File: config.mk
export PLATFORM = sky130hd
export DESIGN_NAME = sysctl_top
export DESIGN_NICKNAME = d
export VERILOG_FILES = /design/src/rtl/apb_pkg.sv /design/src/rtl/sysctl_pkg.sv /design/src/rtl/apb_split.sv /design/src/rtl/cfgreg.sv /design/src/rtl/rst_gen.sv /design/src/rtl/intc.sv /design/src/rtl/sysctl_top.sv
export SDC_FILE = /design/constraint.sdc
export NUM_CORES = 1
export LEC_CHECK = 0
export BUFFER_PORTS_ARGS = -buffer_cell sky130_fd_sc_hd__buf_4
export CORE_MARGIN = 5
export CORE_UTILIZATION = 32
export CTS_BUF_LIST = sky130_fd_sc_hd__clkbuf_8
export CTS_CLUSTER_DIAMETER = 50
export DETAILED_ROUTE_END_ITERATION = 6
export MAX_ROUTING_LAYER = met4
export PLACE_DENSITY = 0.55
export SYNTH_ARGS = -nofsm -noshare
export SYNTH_HDL_FRONTEND = slang
export SYNTH_SLANG_ARGS = --single-unit
File: constraint.sdc
create_clock -name clk -period 5.8 [get_ports clk]
set_input_delay 0.58 -clock clk [delete_from_list [all_inputs] [get_ports clk]]
set_output_delay 0.58 -clock clk [all_outputs]
set_load 0.01 [all_outputs]
File: src/rtl/apb_pkg.sv
package apb_pkg;

    localparam int APB_AW = 32;
    localparam int APB_DW = 32;

    // request from the master
    typedef struct packed {
        logic                  psel;
        logic                  penable;
        logic [APB_AW-1:0]     paddr;
        logic                  pwrite;
        logic [APB_DW/8-1:0]   pstrb;
        logic [APB_DW-1:0]     pwdata;
    } apb_req_t;

    // response from a slave
    typedef struct packed {
        logic [APB_DW-1:0]     prdata;
        logic                  pready;
        logic                  pslverr;
    } apb_rsp_t;

    // byte lanes of wdata replace the current value where strb is set
    function automatic logic [APB_DW-1:0] apply_strb(
        input logic [APB_DW-1:0]   cur,
        input logic [APB_DW-1:0]   wdata,
        input logic [APB_DW/8-1:0] strb
    );
        logic [APB_DW-1:0] res;
        res = cur;
        for (int i = 0; i < APB_DW / 8; i++) begin
            if (strb[i]) begin
                res[i*8 +: 8] = wdata[i*8 +: 8];
            end
        end
        return res;
    endfunction

endpackage

File: src/rtl/sysctl_pkg.sv
package sysctl_pkg;

    localparam int XLEN   = 32;
    localparam int TIME_W = 64;

    // address bit 12 picks the slave, bits above it must be zero
    localparam int REGION_BIT = 12;

    // cfgreg offsets
    localparam logic [REGION_BIT-1:0] CFG_DDR_OFFSET   = 12'h000;
    localparam logic [REGION_BIT-1:0] CFG_BOOTVEC      = 12'h004;
    localparam logic [REGION_BIT-1:0] CFG_CORE_RST     = 12'h008;

    // intc offsets
    localparam logic [REGION_BIT-1:0] INTC_MSIP        = 12'h000;
    localparam logic [REGION_BIT-1:0] INTC_MTIMECMP_LO = 12'h008;
    localparam logic [REGION_BIT-1:0] INTC_MTIMECMP_HI = 12'h00C;
    localparam logic [REGION_BIT-1:0] INTC_MTIME_LO    = 12'h010;
    localparam logic [REGION_BIT-1:0] INTC_MTIME_HI    = 12'h014;
    localparam logic [REGION_BIT-1:0] INTC_IE          = 12'h018;
    localparam logic [REGION_BIT-1:0] INTC_IP          = 12'h01C;

    // register values after reset
    localparam logic [XLEN-1:0]   DDR_OFFSET_INIT = '0;
    localparam logic              CORE_RSTN_INIT  = 1'b1;
    // all ones keeps the timer interrupt quiet until software arms it
    localparam logic [TIME_W-1:0] MTIMECMP_INIT   = '1;

    // interrupt lines towards the core
    typedef struct packed {
        logic msip;
        logic mtip;
        logic meip;
    } irq_t;

endpackage

File: src/rtl/apb_split.sv
`timescale 1ns/1ps

module apb_split import apb_pkg::*, sysctl_pkg::*; (
    input  apb_req_t req,
    output apb_rsp_t rsp,
    output apb_req_t cfg_req,
    input  apb_rsp_t cfg_rsp,
    output apb_req_t intc_req,
    input  apb_rsp_t intc_rsp
);

    logic in_map;
    logic to_intc;
    logic access;

    // anything with upper address bits set belongs to no slave
    assign in_map  = (req.paddr[APB_AW-1:REGION_BIT+1] == '0);
    assign to_intc = req.paddr[REGION_BIT];
    assign access  = req.psel & req.penable;

    // only the addressed slave sees psel
    always_comb begin
        cfg_req       = req;
        intc_req      = req;
        cfg_req.psel  = req.psel & in_map & ~to_intc;
        intc_req.psel = req.psel & in_map & to_intc;
    end

    always_comb begin
        if (!in_map) begin
            // out of map, answered here with an error
            rsp.prdata  = '0;
            rsp.pready  = access;
            rsp.pslverr = access;
        end else if (to_intc) begin
            rsp = intc_rsp;
        end else begin
            rsp = cfg_rsp;
        end
    end

endmodule

File: src/rtl/cfgreg.sv
`timescale 1ns/1ps

module cfgreg import apb_pkg::*, sysctl_pkg::*; #(
    parameter logic [XLEN-1:0] BOOTVEC_RESET = '0
) (
    input  logic            clk,
    input  logic            rst_n,
    input  apb_req_t        req,
    output apb_rsp_t        rsp,
    output logic [XLEN-1:0] ddr_offset,
    output logic [XLEN-1:0] core_bootvec,
    output logic            core_rstn
);

    logic [REGION_BIT-1:0] offset;
    logic                  access;
    logic                  bad_addr;
    logic [XLEN-1:0]       cur_val;
    logic [XLEN-1:0]       wr_val;
    logic [XLEN-1:0]       ddr_offset_q;
    logic [XLEN-1:0]       bootvec_q;
    logic                  core_rst_q;

    assign offset = req.paddr[REGION_BIT-1:0];
    assign access = req.psel & req.penable;

    // read mux, also the base for strobe merging
    always_comb begin
        cur_val  = '0;
        bad_addr = 1'b0;
        case (offset)
            CFG_DDR_OFFSET: cur_val = ddr_offset_q;
            CFG_BOOTVEC:    cur_val = bootvec_q;
            CFG_CORE_RST:   cur_val = {{(XLEN-1){1'b0}}, core_rst_q};
            default:        bad_addr = 1'b1;
        endcase
    end

    assign wr_val = apply_strb(cur_val, req.pwdata, req.pstrb);

    always_ff @(posedge clk or negedge rst_n) begin
        if (!rst_n) begin
            ddr_offset_q <= DDR_OFFSET_INIT;
            bootvec_q    <= BOOTVEC_RESET;
            core_rst_q   <= CORE_RSTN_INIT;
        end else if (access && req.pwrite && !bad_addr) begin
            case (offset)
                CFG_DDR_OFFSET: ddr_offset_q <= wr_val;
                CFG_BOOTVEC:    bootvec_q    <= wr_val;
                CFG_CORE_RST:   core_rst_q   <= wr_val[0];
                default:        ;
            endcase
        end
    end

    // zero wait states
    always_comb begin
        rsp.pready  = access;
        rsp.pslverr = access & bad_addr;
        rsp.prdata  = (access && !req.pwrite) ? cur_val : '0;
    end

    assign ddr_offset   = ddr_offset_q;
    assign core_bootvec = bootvec_q;
    assign core_rstn    = core_rst_q;

endmodule

File: src/rtl/rst_gen.sv
`timescale 1ns/1ps

module rst_gen #(
    parameter int RST_HOLD = 4
) (
    input  logic clk,
    input  logic rst_n,
    input  logic core_rstn,
    input  logic warm_rst_trigger,
    output logic xrstn,
    output logic srstn
);

    localparam int CNT_W = $clog2(RST_HOLD + 1);

    logic [1:0]       sync_q;
    logic [CNT_W-1:0] hold_cnt;
    logic             cause;

    // two-flop synchronizer on the software core reset
    always_ff @(posedge clk or negedge rst_n) begin
        if (!rst_n) begin
            sync_q <= 2'b00;
        end else begin
            sync_q <= {sync_q[0], core_rstn};
        end
    end

    assign xrstn = sync_q[1];
    assign cause = ~xrstn | warm_rst_trigger;

    // reload while a cause is present, then count down to release
    always_ff @(posedge clk or negedge rst_n) begin
        if (!rst_n) begin
            hold_cnt <= CNT_W'(RST_HOLD);
        end else if (cause) begin
            hold_cnt <= CNT_W'(RST_HOLD);
        end else if (hold_cnt != '0) begin
            hold_cnt <= hold_cnt - 1'b1;
        end
    end

    assign srstn = ~cause & (hold_cnt == '0);

endmodule

File: src/rtl/intc.sv
`timescale 1ns/1ps

module intc import apb_pkg::*, sysctl_pkg::*; #(
    parameter int NUM_INTS = 2
) (
    input  logic              clk,
    input  logic              rst_n,
    input  logic              srstn,
    input  apb_req_t          req,
    output apb_rsp_t          rsp,
    input  logic [NUM_INTS-1:0] ints,
    output irq_t              irq,
    output logic [TIME_W-1:0] systime
);

    logic [REGION_BIT-1:0] offset;
    logic                  access;
    logic                  bad_addr;
    logic                  read_only;
    logic                  wr_err;
    logic [XLEN-1:0]       cur_val;
    logic [XLEN-1:0]       wr_val;
    logic [TIME_W-1:0]     mtime_q;
    logic [TIME_W-1:0]     mtimecmp_q;
    logic [NUM_INTS-1:0]   ie_q;
    logic                  msip_q;

    assign offset = req.paddr[REGION_BIT-1:0];
    assign access = req.psel & req.penable;

    // free-running system time, survives soft resets
    always_ff @(posedge clk or negedge rst_n) begin
        if (!rst_n) begin
            mtime_q <= '0;
        end else begin
            mtime_q <= mtime_q + 1'b1;
        end
    end

    always_comb begin
        cur_val   = '0;
        bad_addr  = 1'b0;
        read_only = 1'b0;
        case (offset)
            INTC_MSIP:        cur_val = {{(XLEN-1){1'b0}}, msip_q};
            INTC_MTIMECMP_LO: cur_val = mtimecmp_q[XLEN-1:0];
            INTC_MTIMECMP_HI: cur_val = mtimecmp_q[TIME_W-1:XLEN];
            INTC_IE:          cur_val = XLEN'(ie_q);
            INTC_MTIME_LO: begin
                cur_val   = mtime_q[XLEN-1:0];
                read_only = 1'b1;
            end
            INTC_MTIME_HI: begin
                cur_val   = mtime_q[TIME_W-1:XLEN];
                read_only = 1'b1;
            end
            INTC_IP: begin
                // raw line levels, not masked by ie
                cur_val   = XLEN'(ints);
                read_only = 1'b1;
            end
            default: bad_addr = 1'b1;
        endcase
    end

    assign wr_err = bad_addr | (req.pwrite & read_only);
    assign wr_val = apply_strb(cur_val, req.pwdata, req.pstrb);

    // control registers live in the system reset domain
    always_ff @(posedge clk or negedge srstn) begin
        if (!srstn) begin
            msip_q     <= 1'b0;
            mtimecmp_q <= MTIMECMP_INIT;
            ie_q       <= '0;
        end else if (access && req.pwrite && !wr_err) begin
            case (offset)
                INTC_MSIP:        msip_q                     <= wr_val[0];
                INTC_MTIMECMP_LO: mtimecmp_q[XLEN-1:0]       <= wr_val;
                INTC_MTIMECMP_HI: mtimecmp_q[TIME_W-1:XLEN]  <= wr_val;
                INTC_IE:          ie_q                       <= wr_val[NUM_INTS-1:0];
                default:          ;
            endcase
        end
    end

    always_comb begin
        rsp.pready  = access;
        rsp.pslverr = access & wr_err;
        rsp.prdata  = (access && !req.pwrite) ? cur_val : '0;
    end

    always_comb begin
        irq.msip = msip_q;
        irq.mtip = (mtime_q >= mtimecmp_q);
        irq.meip = |(ints & ie_q);
    end

    assign systime = mtime_q;

endmodule

File: src/rtl/sysctl_top.sv
`timescale 1ns/1ps

module sysctl_top import apb_pkg::*, sysctl_pkg::*; #(
    parameter logic [XLEN-1:0] BOOTVEC_RESET = '0,
    parameter int              RST_HOLD      = 4,
    parameter int              NUM_INTS      = 2
) (
    input  logic                clk,
    input  logic                rst_n,
    input  apb_req_t            apb_req,
    output apb_rsp_t            apb_rsp,
    input  logic                warm_rst_trigger,
    input  logic [NUM_INTS-1:0] ints,
    output logic [XLEN-1:0]     ddr_offset,
    output logic [XLEN-1:0]     core_bootvec,
    output logic                xrstn,
    output logic                srstn,
    output irq_t                irq,
    output logic [TIME_W-1:0]   systime
);

    apb_req_t cfg_req;
    apb_rsp_t cfg_rsp;
    apb_req_t intc_req;
    apb_rsp_t intc_rsp;
    logic     core_rstn;

    apb_split u_apb_split (
        .req      ( apb_req  ),
        .rsp      ( apb_rsp  ),
        .cfg_req  ( cfg_req  ),
        .cfg_rsp  ( cfg_rsp  ),
        .intc_req ( intc_req ),
        .intc_rsp ( intc_rsp )
    );

    cfgreg #(
        .BOOTVEC_RESET ( BOOTVEC_RESET )
    ) u_cfgreg (
        .clk          ( clk          ),
        .rst_n        ( rst_n        ),
        .req          ( cfg_req      ),
        .rsp          ( cfg_rsp      ),
        .ddr_offset   ( ddr_offset   ),
        .core_bootvec ( core_bootvec ),
        .core_rstn    ( core_rstn    )
    );

    rst_gen #(
        .RST_HOLD ( RST_HOLD )
    ) u_rst_gen (
        .clk              ( clk              ),
        .rst_n            ( rst_n            ),
        .core_rstn        ( core_rstn        ),
        .warm_rst_trigger ( warm_rst_trigger ),
        .xrstn            ( xrstn            ),
        .srstn            ( srstn            )
    );

    intc #(
        .NUM_INTS ( NUM_INTS )
    ) u_intc (
        .clk     ( clk      ),
        .rst_n   ( rst_n    ),
        .srstn   ( srstn    ),
        .req     ( intc_req ),
        .rsp     ( intc_rsp ),
        .ints    ( ints     ),
        .irq     ( irq      ),
        .systime ( systime  )
    );

endmodule

After elaboration in Yosys (flattened, before gate mapping)

Index checks and enable logic that the tools add are counted.

Bits in registers: 201
Latch bits: 0
RAM bits: 0
ROM bits: 0
Input bits: 76
Output and inout bits: 167
Logic and storage cells: 79
Memories kept: 0

Add/subtract/negate cells: 2
$mul: 0
Div/mod/pow operators: 0
Order comparisons: 1
Equality and inequality tests: 7
Shifts and indexed selects: 0
Mux-type cells: 19
Bitwise logic cells: 16
Reductions and logical operators: 24

Operators with widths:

| kind                                              | count |
|---|---|
| case mux 32 bit (7 select lines)                  | 1 |
| case mux 32 bit (3 select lines)                  | 1 |
| 2-to-1 mux 34 bit                                 | 2 |
| adder 64 x 1 -> 64 bit (second input constant)    | 1 |
| >= comparator 64 bit                              | 1 |
| 2-to-1 mux 32 bit                                 | 2 |
| 2-to-1 mux 8 bit                                  | 8 |
| == test 12 x 5 -> 1 bit (second input constant)   | 4 |
| == test 12 x 4 -> 1 bit (second input constant)   | 2 |
| zero test 19 bit                                  | 1 |
| AND reduction 2 bit                               | 7 |
| == test 12 x 3 -> 1 bit (second input constant)   | 1 |
| zero test 12 bit                                  | 1 |
| AND 1 bit                                         | 10 |
| OR reduction 7 bit                                | 1 |
| logical AND 1 bit                                 | 6 |
| 2-to-1 mux 3 bit                                  | 2 |
| OR reduction 3 bit                                | 2 |
| zero test 3 bit                                   | 1 |
| 2-to-1 mux 1 bit                                  | 3 |
| inverter 1 bit                                    | 3 |
| nonzero test 3 bit                                | 1 |
| subtractor 3 x 1 -> 3 bit (second input constant) | 1 |
| AND 2 bit                                         | 1 |
| other kinds (4)                                   | 6 |

Logic depth before layout (Yosys ltp)

Depth in word-level cells: 8
Gate-level depth with buffers: 9
Gate-level depth less buffers: 8

Hierarchy

Synthesis repeated with hierarchy kept, for this count alone.

Cell total of the unflattened synthesis: 1519
Area total of the unflattened synthesis: 14138.6 µm²

Modules (own cells, without submodules):

| module    | times used | cells each | area an instance (µm²) | seq. area each (µm²) |
|---|---|---|---|---|
| intc      | 1          | 909        | 8573.2                 | 3358.2 |
| cfgreg    | 1          | 364        | 3595.9                 | 1627.8 |
| apb_split | 1          | 227        | 1754.2                 | 0.0 |
| rst_gen   | 1          | 19         | 215.2                  | 126.4 |

Worst setup path before layout

OpenSTA, ideal clock, no wires.

Kind: input -> output
Start: in warm_rst_trigger
End: out srstn
Arrival: 3.719 ns
Data required time: 5.220 ns
Setup slack: 1.501 ns
Stages on the path: 2
Buffers on the path: 0
Cells stage by stage: nand2b_1 -> nor2_1

Word-level cells in the longest chain between the ends: 3

Ends and longest elaborated chain:

| element          | RTL line         | source |
|---|---|---|
| from (decl)      | sysctl_top.sv:12 | `input logic warm_rst_trigger,` |
| bitwise OR 1 bit | rst_gen.sv:30    | `assign cause = ~xrstn \| warm_rst_trigger;` |
| inverter 1 bit   | rst_gen.sv:43    | `assign srstn = ~cause & (hold_cnt == '0);` |
| AND 1 bit        | rst_gen.sv:43    |  |
| to (decl)        | sysctl_top.sv:17 | `output logic srstn,` |

Every way passes these cells.

==> flow_summary.json <==
{
  "p_sw_uw": 747.4,
  "placedCellCount": 1961,
  "synth_cell_type_count": 63,
  "drtAntennaViolNets": 0,
  "grt_antenna_before_repair": 1,
  "die_x_um": 204.3,
  "h-tree-depth": 2,
  "cts_resized": 0,
  "syn_to_final_growth_pct": 25.92,
  "fp.dieH_um": 204.3,
  "num_io_pins": 243,
  "max_freq_mhz": 240.3,
  "finalNonFillerCells": 2038,
  "finalMaxSlewViolations": 0,
  "p_leak_nw": 6.903,
  "hold_buffers": 0,
  "p_int_mw": 2.253,
  "crit_family": "simple AND/OR/NAND/NOR gates",
  "track_usage": 0.2086,
  "die_area_um2": 41730,
  "peakVddDrop_v": 0.0001188,
  "path_max_fanout": 15,
  "crit_path_cell_trace": "buf_4 -> or4_1 -> or3_1 -> nor3_4 -> buf_4 -> a22o_1 -> o21ai_0 -> a21oi_1 -> buf_4",
  "status": "finished, final reports clean",
  "clk_pin_slew_ps": 60,
  "utilization": 0.4057,
  "fin_crit_sh": 0.7174,
  "powerDensity_nw_per_um2": 197.3,
  "combPwrFrac": 0.051,
  "end_kind": "output pin",
  "slew_headroom": 0.3233,
  "clockPowerShare": 0.482,
  "initial_core_util": 0.3222,
  "synth_warnings": 0,
  "path_class": "in2out",
  "viasPerCell": 5.162,
  "cts_buffers": 42,
  "avgSynthCellArea_um2": 9.608,
  "synth_seq_cells": 201,
  "setup_slack_ps": 1639,
  "synth-main-ff-cell": "dfrtp_1",
  "synth-seq-area-share": 0.4233,
  "cts_buffer_depth": 3,
  "cp_slowest_stage_delay_ps": 650,
  "vias": 10520,
  "synthCells": 1257,
  "wl_per_cell_um": 21.23,
  "synth_nets": 1400,
  "seqPwrFrac": 0.467,
  "clock_sinks": 201,
  "coreArea_um2": 37490,
  "crit_slowest_cell": "or3_1",
  "drt_pass1_iterations": 5,
  "p_sw_frac": 0.2491,
  "synth-async-reset-ratio": 1.000,
  "crit_path_start_kind": "input port",
  "cts_setup_buffers": 0,
  "setup_viol": 0,
  "hold_violations": 0,
  "hpwlAfterDp_um": 32490,
  "drive_gt1_frac": 0.3028,
  "synth_area_um2": 12080,
  "hold_class": "in2async",
  "grt-ovfl-total": 0,
  "synth_enable_flop_cells": 0,
  "routed_wl_um": 43270,
  "drc": 0,
  "path_buf_inv": 3,
  "cap_violations": 0,
  "grt_pass1_wl_um": 65980,
  "cp.arrival_ps": 3580,
  "clock_skew_ps": 31.57,
  "place_ws_ps": 1648,
  "portBuffers": 242,
  "insertion_delay_ps": 560,
  "grt_start_max_net_pins": 85,
  "place.gp.congestion": 0.8767,
  "layout.nets": 1637,
  "required_ps": 5220,
  "cp_common_cell": "buf_4",
  "rsz0062_at_grt": "no",
  "cts_root_buf": "clkbuf_8",
  "rows": 71,
  "tightest_slew_ps": 1006,
  "drtIter0Drc": 612,
  "grt_pass1_vias": 10600,
  "finalWorstPathRequiredPeriod_ps": 4161,
  "finalSetupTns_ps": 0,
  "tritoncts": "built"
}
-- power by group through the flow --
stage	clock (mW)	sequential (mW)	combinational, mW
floorplan	0	1.43	0.0628
global placement	0	1.42	0.153
global route	1.55	1.40	0.167
finish	1.45	1.40	0.152
detailed placement	0	1.42	0.153
CTS	1.49	1.40	0.154
-- cell type report --
class,instances,area [um^2]
Tap cell,511,639.4
Antenna cell,1,2.502
Sequential cell,201,5112
Clock buffer,50,688.2
Clock inverter,26,116.4
Inverter,76,285.3
Multi-Input combinational cell,915,6424
Timing Repair Buffer,258,1941
Fill cell,3786,22280
-- path summary, 6_finish.rpt --
| check | endpoint | depth (start not counted) | slack, ps | start |
|---|---|---|---|---|
| worst max-delay path | apb_rsp[19] | 9 | 1640 | apb_req[46] |
| worst min-delay path | u_cfgreg.ddr_offset[29] | 1 | 40 | rst_n |
| worst max register to register | u_intc.systime[53] | 6 | 3100 | u_intc.systime[13] |
| worst min register to register | u_rst_gen.sync_q[1] | 0 | 360 | u_rst_gen.sync_q[0] |
| max in group asynchronous | u_intc.ie_q[0] | 5 | 3970 | u_rst_gen.hold_cnt[0] |
| min in group clk | u_rst_gen.sync_q[1] | 0 | 360 | u_rst_gen.sync_q[0] |
-- registers in the layout, indices dropped and copies added (netlist names) --
register and count:
u_intc.systime 64, u_cfgreg.core_rstn 1, u_intc.mtimecmp_q 64, u_cfgreg.core_bootvec 32, u_cfgreg.ddr_offset 32, u_intc.msip_q 1, u_rst_gen.sync_q 2, u_rst_gen.hold_cnt 3
u_intc.ie_q 2
-- metrics by stage --
step | hold WS [ps] | total power, mW | cell area [um^2]
4_1_cts | 92.85 | 3.046 | 15210
5_1_grt | 129.3 | 3.119 | 15210
3_3_place_gp | 336.7 | 1.578 | 14400
2_1_floorplan | 284.4 | 1.488 | 12080
6_report | 41.34 | 3.000 | 15210
3_5_place_dp | 354.8 | 1.578 | 14400
-- cell families (layout without fill, tap and decap cells) --
logic type	count (synthesis)	in the layout	share of synthesized area
AO/OA/AOI/OAI	361	361	0.2034
XOR/XNOR	63	63	0.04569
adder cells (fa/ha/maj)	67	67	0.06941
buffers and inverters	141	410	0.04900
flip-flops	201	201	0.4233
multiplexers	54	54	0.05190
other	0	1	0
AND/OR/NAND/NOR	370	370	0.1574
-- routing by layer --
layer  GRT usage  part of all wire  wire [um]
met5           -                 0          0
met4     0.06030             0.026       1132
met3     0.04395             0.066       2846
met2      0.3058              0.43      18700
met1      0.2923              0.48      20590
-- worst register-to-register path: cells and delay by family, from the launching register on --
| family | cells | cell delay (ps) |
|---|---|---|
| simple gates | 5 | 1850 |
| flops | 1 | 570 |
| xor+xnor | 1 | 160 |
-- Yosys cell counts (23+ instances only) --
cell type / count / area share
ha_1: 67 / 0.069
a22o_1: 57 / 0.041
nand4_1: 23 / 0.012
nand3_1: 32 / 0.013
xnor2_1: 37 / 0.027
nor2_1: 41 / 0.013
o21ai_0: 115 / 0.048
nand2_1: 134 / 0.042
dfrtp_1: 135 / 0.28
nand2b_1: 32 / 0.017
a21oi_1: 59 / 0.024
dfstp_2: 66 / 0.14
xor2_1: 26 / 0.019
inv_1: 74 / 0.023
clkbuf_1: 41 / 0.013
a22oi_1: 32 / 0.020
mux2_2: 27 / 0.025
-- cell usage in the layout, fill, tap and decap left out, types with 13 or more instances in the layout --
cell        n
dfrtp_1   135
a22oi_1    32
or2_2      13
a22o_1     57
xor2_1     26
mux2_1     22
and3_1     18
nor2_1     39
o21ai_0   115
o31a_1     20
mux2_2     27
inv_1      90
nand3_1    31
a21bo_2    22
xnor2_1    37
clkbuf_8   50
nand4_1    23
buf_4     257
nand2b_1   32
a21oi_1    59
nand2_1   134
dfstp_2    66
or2_0      16
o31ai_1    13
ha_1       67
No activity file was read; power rests on OpenSTA's default activity.
